## src/hw/loopFilterPkg.sv

```systemverilog
`default_nettype none

package loopFilterPkg;

    localparam int errorWidth = 12; // phase error from the detector
    localparam int dataWidth  = 32; // bus data, accumulator and loopFreq
    localparam int addrWidth  = 13;
    localparam int gainWidth  = 5;

    // gain code that passes the error through unscaled
    localparam int unityCode = 11;

    // word addresses of the register bank
    typedef enum logic [addrWidth-1:0] {
        regControl = 13'd0,
        regGains   = 13'd1,
        regLimit   = 13'd2,
        regSync    = 13'd3,
        regAccum   = 13'd4
    } regAddr_e;

    // error * 2**(code - 11), code 0 turns the path off
    function automatic logic signed [dataWidth-1:0] gainShift(
        input logic signed [errorWidth-1:0] err,
        input logic        [gainWidth-1:0]  code
    );
        logic signed [dataWidth-1:0] wide;
        wide = err; // sign extends
        if (code == '0) begin
            return '0;
        end else if (int'(code) < unityCode) begin
            return wide >>> (unityCode - int'(code)); // fractional gain
        end else begin
            return wide <<< (int'(code) - unityCode);
        end
    endfunction

endpackage

`default_nettype wire

```

## src/hw/errorConditioner.sv

```systemverilog
`default_nettype none

module errorConditioner #(
    parameter int errorBits = loopFilterPkg::errorWidth
) (
    input  logic                        clk,
    input  logic                        reset,
    input  logic                        clkEn,
    input  logic                        zeroError,
    input  logic                        invertError,
    input  logic signed [errorBits-1:0] error,
    output logic signed [errorBits-1:0] loopError
);

    localparam logic signed [errorBits-1:0] minCode = {1'b1, {(errorBits-1){1'b0}}};
    localparam logic signed [errorBits-1:0] maxCode = {1'b0, {(errorBits-1){1'b1}}};

    logic signed [errorBits-1:0] negError;

    // most negative code has no positive twin, pin it to max
    assign negError = (error == minCode) ? maxCode : -error;

    always_ff @(posedge clk) begin
        if (reset) begin
            loopError <= '0;
        end else if (zeroError) begin
            loopError <= '0; // holds zero even between steps
        end else if (clkEn) begin
            loopError <= invertError ? negError : error;
        end
    end

endmodule

`default_nettype wire

```

## src/hw/filterCombiner.sv

```systemverilog
`default_nettype none

module filterCombiner #(
    parameter int dataBits = loopFilterPkg::dataWidth
) (
    input  logic                       clk,
    input  logic                       reset,
    input  logic                       clkEn,
    input  logic signed [dataBits-1:0] lagAccum,
    input  logic signed [dataBits-1:0] leadTerm,
    output logic signed [dataBits-1:0] loopFreq
);

    localparam logic signed [dataBits-1:0] maxFreq = {1'b0, {(dataBits-1){1'b1}}};
    localparam logic signed [dataBits-1:0] minFreq = {1'b1, {(dataBits-1){1'b0}}};

    logic signed [dataBits:0]   sum;
    logic signed [dataBits-1:0] satSum;

    assign sum = {lagAccum[dataBits-1], lagAccum} + {leadTerm[dataBits-1], leadTerm};

    // top two bits disagree only on overflow, then the sign picks the rail
    always_comb begin
        if (sum[dataBits] != sum[dataBits-1]) begin
            satSum = sum[dataBits] ? minFreq : maxFreq;
        end else begin
            satSum = sum[dataBits-1:0];
        end
    end

    always_ff @(posedge clk) begin
        if (reset) begin
            loopFreq <= '0;
        end else if (clkEn) begin
            loopFreq <= satSum;
        end
    end

endmodule

`default_nettype wire

```

## src/hw/lagIntegrator.sv

```systemverilog
`default_nettype none

module lagIntegrator #(
    parameter int errorBits = loopFilterPkg::errorWidth,
    parameter int dataBits  = loopFilterPkg::dataWidth,
    parameter int gainBits  = loopFilterPkg::gainWidth
) (
    input  logic                        clk,
    input  logic                        reset,
    input  logic                        clkEn,
    input  logic                        clearAccum,
    input  logic        [gainBits-1:0]  lagCode,
    input  logic signed [errorBits-1:0] loopError,
    input  logic        [dataBits-2:0]  limit,
    output logic signed [dataBits-1:0]  lagAccum,
    output logic                        satPos,
    output logic                        satNeg
);

    import loopFilterPkg::*;

    logic signed [dataBits-1:0] lagError;
    logic signed [dataBits:0]   sum;      // one bit of headroom
    logic signed [dataBits:0]   upperLimit;
    logic signed [dataBits:0]   lowerLimit;

    // scaled error, first step of the integral branch
    always_ff @(posedge clk) begin
        if (reset) begin
            lagError <= '0;
        end else if (clkEn) begin
            lagError <= gainShift(loopError, lagCode);
        end
    end

    assign sum        = {lagAccum[dataBits-1], lagAccum} + {lagError[dataBits-1], lagError};
    assign upperLimit = {2'b00, limit};
    assign lowerLimit = -upperLimit;

    always_ff @(posedge clk) begin
        if (reset) begin
            lagAccum <= '0;
            satPos   <= 1'b0;
            satNeg   <= 1'b0;
        end else if (clearAccum) begin
            lagAccum <= '0; // flags wait for the next step
        end else if (clkEn) begin
            if (sum > upperLimit) begin
                lagAccum <= upperLimit[dataBits-1:0];
                satPos   <= 1'b1;
                satNeg   <= 1'b0;
            end else if (sum < lowerLimit) begin
                lagAccum <= lowerLimit[dataBits-1:0];
                satPos   <= 1'b0;
                satNeg   <= 1'b1;
            end else begin
                // inside the window, the narrow value is exact
                lagAccum <= sum[dataBits-1:0];
                satPos   <= 1'b0;
                satNeg   <= 1'b0;
            end
        end
    end

endmodule

`default_nettype wire

```

## src/hw/leadPath.sv

```systemverilog
`default_nettype none

module leadPath #(
    parameter int errorBits = loopFilterPkg::errorWidth,
    parameter int dataBits  = loopFilterPkg::dataWidth,
    parameter int gainBits  = loopFilterPkg::gainWidth
) (
    input  logic                        clk,
    input  logic                        reset,
    input  logic                        clkEn,
    input  logic        [gainBits-1:0]  leadCode,
    input  logic signed [errorBits-1:0] loopError,
    output logic signed [dataBits-1:0]  leadTerm
);

    import loopFilterPkg::*;

    // proportional term, one step behind loopError
    always_ff @(posedge clk) begin
        if (reset) begin
            leadTerm <= '0;
        end else if (clkEn) begin
            leadTerm <= gainShift(loopError, leadCode);
        end
    end

endmodule

`default_nettype wire

```

## src/hw/loopFilter.sv

```systemverilog
`default_nettype none

module loopFilter #(
    parameter int errorBits = loopFilterPkg::errorWidth,
    parameter int dataBits  = loopFilterPkg::dataWidth,
    parameter int addrBits  = loopFilterPkg::addrWidth,
    parameter int gainBits  = loopFilterPkg::gainWidth
) (
    input  logic                        clk,
    input  logic                        reset,
    input  logic                        clkEn,
    input  logic                        cs,
    input  logic                        wr0,
    input  logic                        wr1,
    input  logic                        wr2,
    input  logic                        wr3,
    input  logic        [addrBits-1:0]  addr,
    input  logic        [dataBits-1:0]  din,
    output logic        [dataBits-1:0]  dout,
    input  logic signed [errorBits-1:0] error,
    output logic signed [dataBits-1:0]  loopFreq,
    output logic                        satPos,
    output logic                        satNeg,
    output logic                        ctrl2,
    output logic                        ctrl4,
    output logic        [15:0]          lockCount,
    output logic        [11:0]          syncThreshold
);

    logic                        invertError;
    logic                        zeroError;
    logic                        clearAccum;
    logic        [gainBits-1:0]  leadCode;
    logic        [gainBits-1:0]  lagCode;
    logic        [dataBits-2:0]  limit;
    logic signed [errorBits-1:0] loopError;
    logic signed [dataBits-1:0]  leadTerm;
    logic signed [dataBits-1:0]  lagAccum;

    loopRegs #(
        .addrBits(addrBits),
        .dataBits(dataBits),
        .gainBits(gainBits)
    ) regs (
        .clk(clk),
        .reset(reset),
        .cs(cs),
        .wr0(wr0),
        .wr1(wr1),
        .wr2(wr2),
        .wr3(wr3),
        .addr(addr),
        .din(din),
        .lagAccum(lagAccum),
        .dout(dout),
        .invertError(invertError),
        .zeroError(zeroError),
        .ctrl2(ctrl2),
        .ctrl4(ctrl4),
        .clearAccum(clearAccum),
        .leadCode(leadCode),
        .lagCode(lagCode),
        .limit(limit),
        .lockCount(lockCount),
        .syncThreshold(syncThreshold)
    );

    errorConditioner #(
        .errorBits(errorBits)
    ) conditioner (
        .clk(clk),
        .reset(reset),
        .clkEn(clkEn),
        .zeroError(zeroError),
        .invertError(invertError),
        .error(error),
        .loopError(loopError)
    );

    // proportional and integral branches run side by side
    leadPath #(
        .errorBits(errorBits),
        .dataBits(dataBits),
        .gainBits(gainBits)
    ) lead (
        .clk(clk),
        .reset(reset),
        .clkEn(clkEn),
        .leadCode(leadCode),
        .loopError(loopError),
        .leadTerm(leadTerm)
    );

    lagIntegrator #(
        .errorBits(errorBits),
        .dataBits(dataBits),
        .gainBits(gainBits)
    ) lag (
        .clk(clk),
        .reset(reset),
        .clkEn(clkEn),
        .clearAccum(clearAccum),
        .lagCode(lagCode),
        .loopError(loopError),
        .limit(limit),
        .lagAccum(lagAccum),
        .satPos(satPos),
        .satNeg(satNeg)
    );

    filterCombiner #(
        .dataBits(dataBits)
    ) combiner (
        .clk(clk),
        .reset(reset),
        .clkEn(clkEn),
        .lagAccum(lagAccum),
        .leadTerm(leadTerm),
        .loopFreq(loopFreq)
    );

endmodule

`default_nettype wire

```

## src/hw/loopRegs.sv

```systemverilog
`default_nettype none

module loopRegs #(
    parameter int addrBits = loopFilterPkg::addrWidth,
    parameter int dataBits = loopFilterPkg::dataWidth,
    parameter int gainBits = loopFilterPkg::gainWidth
) (
    input  logic                       clk,
    input  logic                       reset,
    input  logic                       cs,
    input  logic                       wr0,
    input  logic                       wr1,
    input  logic                       wr2,
    input  logic                       wr3,
    input  logic        [addrBits-1:0] addr,
    input  logic        [dataBits-1:0] din,
    input  logic signed [dataBits-1:0] lagAccum,
    output logic        [dataBits-1:0] dout,
    output logic                       invertError,
    output logic                       zeroError,
    output logic                       ctrl2,
    output logic                       ctrl4,
    output logic                       clearAccum,
    output logic        [gainBits-1:0] leadCode,
    output logic        [gainBits-1:0] lagCode,
    output logic        [dataBits-2:0] limit,
    output logic        [15:0]         lockCount,
    output logic        [11:0]         syncThreshold
);

    import loopFilterPkg::*;

    logic selControl;
    logic selGains;
    logic selLimit;
    logic selSync;

    assign selControl = cs && (addr == regControl);
    assign selGains   = cs && (addr == regGains);
    assign selLimit   = cs && (addr == regLimit);
    assign selSync    = cs && (addr == regSync);

    always_ff @(posedge clk) begin
        if (reset) begin
            invertError   <= 1'b0;
            zeroError     <= 1'b0;
            ctrl2         <= 1'b0;
            ctrl4         <= 1'b0;
            clearAccum    <= 1'b0;
            leadCode      <= '0;
            lagCode       <= '0;
            limit         <= '0;
            lockCount     <= '0;
            syncThreshold <= '0;
        end else begin
            clearAccum <= 1'b0; // self clearing
            if (selControl && wr0) begin
                invertError <= din[0];
                zeroError   <= din[1];
                ctrl2       <= din[2];
                clearAccum  <= din[3]; // one clk pulse per write of 1
                ctrl4       <= din[4];
            end
            if (selGains && wr0) leadCode <= din[gainBits-1:0];
            if (selGains && wr1) lagCode  <= din[8 +: gainBits];
            // limit, msb of the word is not stored
            if (selLimit && wr0) limit[7:0]             <= din[7:0];
            if (selLimit && wr1) limit[15:8]            <= din[15:8];
            if (selLimit && wr2) limit[23:16]           <= din[23:16];
            if (selLimit && wr3) limit[dataBits-2:24]   <= din[dataBits-2:24];
            if (selSync && wr0)  lockCount[7:0]         <= din[7:0];
            if (selSync && wr1)  lockCount[15:8]        <= din[15:8];
            if (selSync && wr2)  syncThreshold[7:0]     <= din[23:16];
            if (selSync && wr3)  syncThreshold[11:8]    <= din[27:24];
        end
    end

    // read mux, unmapped words read zero
    always_comb begin
        dout = '0;
        case (addr)
            regControl: dout[4:0] = {ctrl4, 1'b0, ctrl2, zeroError, invertError};
            regGains: begin
                dout[gainBits-1:0] = leadCode;
                dout[8 +: gainBits] = lagCode;
            end
            regLimit: dout[dataBits-2:0] = limit;
            regSync: begin
                dout[15:0]  = lockCount;
                dout[27:16] = syncThreshold;
            end
            regAccum: dout = lagAccum; // live value
            default:  dout = '0;
        endcase
    end

endmodule

`default_nettype wire

```

## config.mk

```make
export PLATFORM = sky130hd
export DESIGN_NAME = loopFilter
export DESIGN_NICKNAME = d
export VERILOG_FILES = /design/src/hw/loopFilterPkg.sv /design/src/hw/errorConditioner.sv /design/src/hw/filterCombiner.sv /design/src/hw/lagIntegrator.sv /design/src/hw/leadPath.sv /design/src/hw/loopFilter.sv /design/src/hw/loopRegs.sv
export SDC_FILE = /design/constraint.sdc
export NUM_CORES = 1
export LEC_CHECK = 0
export BUFFER_PORTS_ARGS = -buffer_cell sky130_fd_sc_hd__buf_2
export CAP_MARGIN = 20
export CORE_UTILIZATION = 40
export CTS_BUF_LIST = sky130_fd_sc_hd__clkbuf_4 sky130_fd_sc_hd__clkbuf_8
export DETAILED_ROUTE_END_ITERATION = 16
export GPL_TIMING_DRIVEN = 0
export HOLD_SLACK_MARGIN = 0.03
export MAX_ROUTING_LAYER = met4
export RECOVER_POWER = 25
export REMOVE_ABC_BUFFERS = 1
export SYNTH_ARGS = -nofsm -noshare
export SYNTH_HDL_FRONTEND = slang
export SYNTH_SLANG_ARGS = --single-unit
```

## constraint.sdc

```tcl
create_clock -name clk -period 12.98 [get_ports clk]
set_input_delay 1.947 -clock clk [delete_from_list [all_inputs] [get_ports clk]]
set_output_delay 1.947 -clock clk [all_outputs]
set_load 0.05 [all_outputs]
```

## After elaboration in Yosys (flattened, before gate mapping)

Index checks and enable logic that the tools add are counted.

| operators by class | value |
|---|---|
| bitwise operators | 2 |
| mux-type cells | 19 |
| add/subtract/negate cells | 8 |
| reduce and logical (&&, ||, !) cells | 22 |
| shifts and indexed selects | 4 |
| eq/ne operators | 6 |
| $lt $le $gt $ge | 4 |

Operators by type and width:

| cell | count |
|---|---|
| 2-to-1 mux 32 bit | 8 |
| adder 32 x 32 -> 33 bit | 2 |
| <<< shifter 12 x 32 -> 32 bit | 2 |
| >>> shifter 12 x 32 -> 32 bit | 2 |
| case mux 15 bit (3 select lines) | 1 |
| > comparator 33 x 32 -> 1 bit | 1 |
| < comparator 33 bit | 1 |
| negation 31 -> 33 bit | 1 |
| equality test 13 x 2 -> 1 bit (second input constant) | 2 |
| case mux 5 bit (5 select lines) | 1 |
| 2-to-1 mux 12 bit | 2 |
| case mux 5 bit (4 select lines) | 1 |
| logical AND 1 bit | 15 |
| equality test 13 x 1 -> 1 bit (second input constant) | 1 |
| equality test 13 x 3 -> 1 bit (second input constant) | 1 |
| logical NOT 13 bit | 1 |
| equality test 12 bit (second input constant) | 1 |
| negation 12 bit | 1 |
| subtractor 4 x 5 -> 6 bit (first input constant) | 2 |
| subtractor 5 x 4 -> 6 bit (second input constant) | 2 |
| logical NOT 5 bit | 2 |
| < comparator 5 x 4 -> 1 bit (second input constant) | 2 |
| case mux 3 bit (3 select lines) | 1 |
| case mux 3 bit (2 select lines) | 1 |
| other kinds (5) | 11 |

| storage, ports and cells | value |
|---|---|
| bits of input ports | 65 |
| bits in registers | 216 |
| output and inout bits | 96 |

## Depth between registers and ports, before layout

| depth | value |
|---|---|
| depth after elaboration | 5 |
| mapped depth | 25 |
| depth with buffers taken out | 24 |

## Cells and area by module

A second synthesis with hierarchy kept.

| unflattened totals | value |
|---|---|
| cell total of the unflattened synthesis | 2,395 |
| area, all modules | 19,274.7 µm² |

Modules (own cells, without submodules):

| module | sequential area each (µm²) | times used | area an instance (µm²) | cells each |
|---|---|---|---|---|
| lagIntegrator | 1,321.3 | 1 | 8,368.0 | 1,144 |
| loopRegs | 1,481.4 | 1 | 3,614.7 | 394 |
| filterCombiner | 640.6 | 1 | 3,399.5 | 390 |
| leadPath | 640.6 | 1 | 3,216.8 | 392 |
| errorConditioner | 240.2 | 1 | 675.6 | 75 |

## Worst setup path after synthesis

OpenSTA, ideal clock, no wires.

| path | value |
|---|---|
| kind | input to output |
| start | input addr[0] |
| end | output dout[11] |
| arrival | 4.290 ns |
| stages on the path | 5 |
| path slack | 6.743 ns |
| required time | 11.033 ns |
| path through | clkbuf_1 buf_1 buf_1 mux2i_1 o21ai_0 |

| between the ends | value |
|---|---|
| word-level cells in the longest chain between the ends | 2 |

Ends and longest elaborated chain:

| element | RTL line | RTL |
|---|---|---|
| from (decl) | loopFilter.sv:17 | `input logic [addrBits-1:0] addr,` |
| equality test 13 x 3 -> 1 bit (tied with other cells) | loopRegs.sv:81 | `case (addr)` |
| case mux 5 bit (4 select lines) (*) | loopRegs.sv:81 |  |
| to (decl) | loopFilter.sv:19 | `output logic [dataBits-1:0] dout,` |

Mark *: on every way between the ends. The rest lies on a longest branch, timed or not.

==> impl_results.md <==
* Outcome: finished with violations
* Failing checks: capacitance limit, slew limit
* Dpl hpwl at 45000 µm
* Share of flip-flops with an asynchronous set or reset at 0%
* Clk sinks at 216
* Multi-input gate area at 12800 µm²
* Commonest cells in the netlist: nand2_1, nor2_1, a21oi_1
* Relative slew slack at -86.1%
* Layout cell share with drive strength beyond 1 at 11.8%
* Remaining global-route overflow at 0
* GRT Overall Usage at 25.6%
* Clk_lat worst skew at 0.62 ns
* Min-delay worst type: reg2reg
* Setup tns final at 0 ns
* Hold Buf Count CTS at 0
* CTS tree: done
* Inserted Clock Buffers at 42
* DP Area at 19300 µm²
* Synth Area per Inst at 7.51 µm²
* PostCTS Resize Cnt at 0
* Req. time, crit path at 13.50 ns
* Crit-path max FO at 72
* P&R area growth vs syn at 11.0%
* Row count at 77
* Pre-CTS WS at 6.75 ns
* Register area share after synthesis at 23.9%
* Share of Yosys cell area claimed by the top area cell type at 23.9%
* Largest net degree at the start of global routing at 92
* Vias at 17.9k
* Clock Tree Buf Depth at 3
* Tot Pwr at 2540 µW
* DIE AREA at 46000 µm²
* Yosys top cell by area: dfxtp_1
* Clock Pin Slew Worst Setup and Hold Paths at 0.06 ns
* Number of fill cells at 4541
* Peak VDD IR at 0.251 mV
* Core area at 44400 µm²
* Final Non-Filler Cells at 3097
* Initial antenna violation count at 0
* Via density at 5.79
* Main synth FF type: dfxtp_1
* Worst setup margin at 4.10 ns
* WL/cell at 19.0 µm
* Synth Warn # at 0
* Buffers added on ports at 159
* Path type of the worst setup path: in2reg
* Die width at 215 µm
* Seq. cell area at 4330 µm²
* H-Tree Depth at 2
* Post-synth EDFFs at 0
* Pwr per Cell Area at 127 nW/µm²
* CP Launch Type: input pin
* Post-synth cell types at 91
* Final setup violation count at 0
* Final instance area at 20100 µm²
* Hold Fails Final Rpt at 0
* CTS root buf: clkbuf_8
* Slew Limit Fails at 132
* Fin nets at 2683
* CP Data Arrival Time at 9.40 ns
* P_leak at 0.00803 µW
* Synth top area cells: dfxtp_1, ha_1, nand2_1, a21oi_1, mux2i_1
* Routed WL at 58700 µm
* Register bit count reported by yosys at 216
* Clk_skew at 0.0415 ns
* RSZ-0062 raised after global routing: no
* Remaining DRCs at 0
* Boundary Pins at 161
* Placed instance count at 3019
* Count leader, synth: nand2_1
* First-pass GRT wire length at 92500 µm
* Tcrit/Tclk final at 68.4%
* Final ANT Viol Nets at 0
* Number of global-route vias before repair at 16.6k
* Inserted Diodes at 0
* # Post-CTS Setup Buffers at 0
* DR pass1 iterations at 6
* DR iter-0 viols at 1455
* Starting Density at 40.7%
* Routability cong. at 0.918
* Max Cap Viol at 3
* Die height at 215 µm
* Minimum clock period at 8.88 ns
* Achievable Freq at 0.113 GHz
* Syn Inst Count at 2406
* CP endpoint kind: flop
* Worst-margin pin slew at 2.79 ns
* Netlist Area Pre-Place at 18100 µm²
-- worst max-delay path, stage by stage --
cell	delay (ns)
clkbuf_1	1.25
clkbuf_1	2.06
clkinvlp_2	1.79
buf_16	0.55
a31oi_2	0.84
a21boi_1	0.30
buf_4	0.23
o21ai_0	0.17
a21oi_1	0.15
-- flip-flops by register name, summed over array words and instances (netlist names) --
register / flops
regs.leadCode: 5
regs.zeroError: 1
lag.satPos: 1
regs.lockCount: 16
regs.invertError: 1
conditioner.loopError: 12
combiner.loopFreq: 32
regs.syncThreshold: 12
regs.lagCode: 5
regs.clearAccum: 1
lead.leadTerm: 32
lag.lagAccum: 32
regs.ctrl2: 1
lag.lagError: 32
regs.ctrl4: 1
regs.limit: 31
lag.satNeg: 1
-- stage by stage --
stage | hold WS, ns | util, %
floorplan | 0.441 | -
global placement | 0.455 | 42.7
detailed placement | 0.462 | 43.4
CTS | 0.471 | 45.3
global route | 0.488 | 45.2
finish | 0.469 | 45.2
-- cell usage in the layout (no fill, tap or decap), types with 9 or more instances in the layout --
cell | netlist | layout
a21o_1 | 48 | 48
o21ai_0 | 182 | 181
clkbuf_8 | 0 | 49
nor4_1 | 10 | 10
clkbuf_1 | 127 | 67
o221ai_1 | 13 | 13
o21a_1 | 17 | 17
xor2_1 | 39 | 39
xnor2_1 | 62 | 61
nand2_1 | 322 | 322
maj3_2 | 30 | 30
clkbuf_4 | 0 | 20
buf_2 | 11 | 92
inv_1 | 89 | 88
a211oi_2 | 10 | 10
dfxtp_1 | 216 | 214
o211ai_1 | 15 | 15
a31oi_1 | 25 | 22
a21oi_1 | 224 | 224
nor3_1 | 28 | 28
buf_4 | 3 | 9
mux4_2 | 14 | 14
nand2b_1 | 22 | 22
o22ai_1 | 17 | 17
nand3_1 | 52 | 52
nand4_1 | 17 | 17
o21ai_1 | 11 | 12
mux2_2 | 12 | 12
nor2b_1 | 18 | 18
a211oi_1 | 49 | 49
nor2_1 | 241 | 239
a22oi_1 | 73 | 73
and3_1 | 16 | 16
mux2i_1 | 91 | 91
ha_1 | 140 | 140
and2_1 | 19 | 19
-- final timing paths --
kind | startpoint | endpoint | slack [ns] | cells past startpoint
worst max-delay path | clkEn | lead.leadTerm[22]$_SDFFE_PP0P_ | 4.10 | 9
worst min-delay path | regs.syncThreshold[0]$_SDFFE_PP0P_ | regs.syncThreshold[0]$_SDFFE_PP0P_ | 0.47 | 2
worst max register to register | lag.lagAccum[0]$_SDFFE_PP0P_ | lag.lagAccum[25]$_SDFFE_PP0P_ | 6.57 | 23
worst min register to register | regs.syncThreshold[0]$_SDFFE_PP0P_ | regs.syncThreshold[0]$_SDFFE_PP0P_ | 0.47 | 2
-- layout make-up --
cell class              instances  share of cell area [%]
clock buffers                  69                    4.11
clock inverters                 4                   0.118
inverters                      93                    1.75
multi-input cells            1945                    64.0
flip-flops and latches        216                    21.6
well taps                     592                    3.69
repair buffers                178                    4.82
-- per-layer routing --
metal | wire (µm) | up-vias | global-route usage (%)
met5 | 0 | - | -
met2 | 26300 | 504 | 39.2
met1 | 27300 | 8497 | 34.1
met4 | 1940 | 0 | 9.62
met3 | 3130 | 95 | 3.39
li1 | - | 8831 | -
-- report_power, final --
group	switching, µW	internal, µW
Clock	310	398
Combinational	687	400
Sequential	51.7	698
-- kinds of logic (layout without fill, tap and decap cells) --
kind of cell,Yosys count,in the layout,synth area share [%]
AOI/OAI and AO/OA,760,760,26.5
xor gates and xnor gates,102,102,4.98
adders and majority gates,173,173,11.8
buffers and inverters,245,344,5.43
DFF,216,216,23.9
muxes,117,117,7.53
and+or+nand+nor,793,793,19.8
No activity file was read; power rests on OpenSTA's default activity.
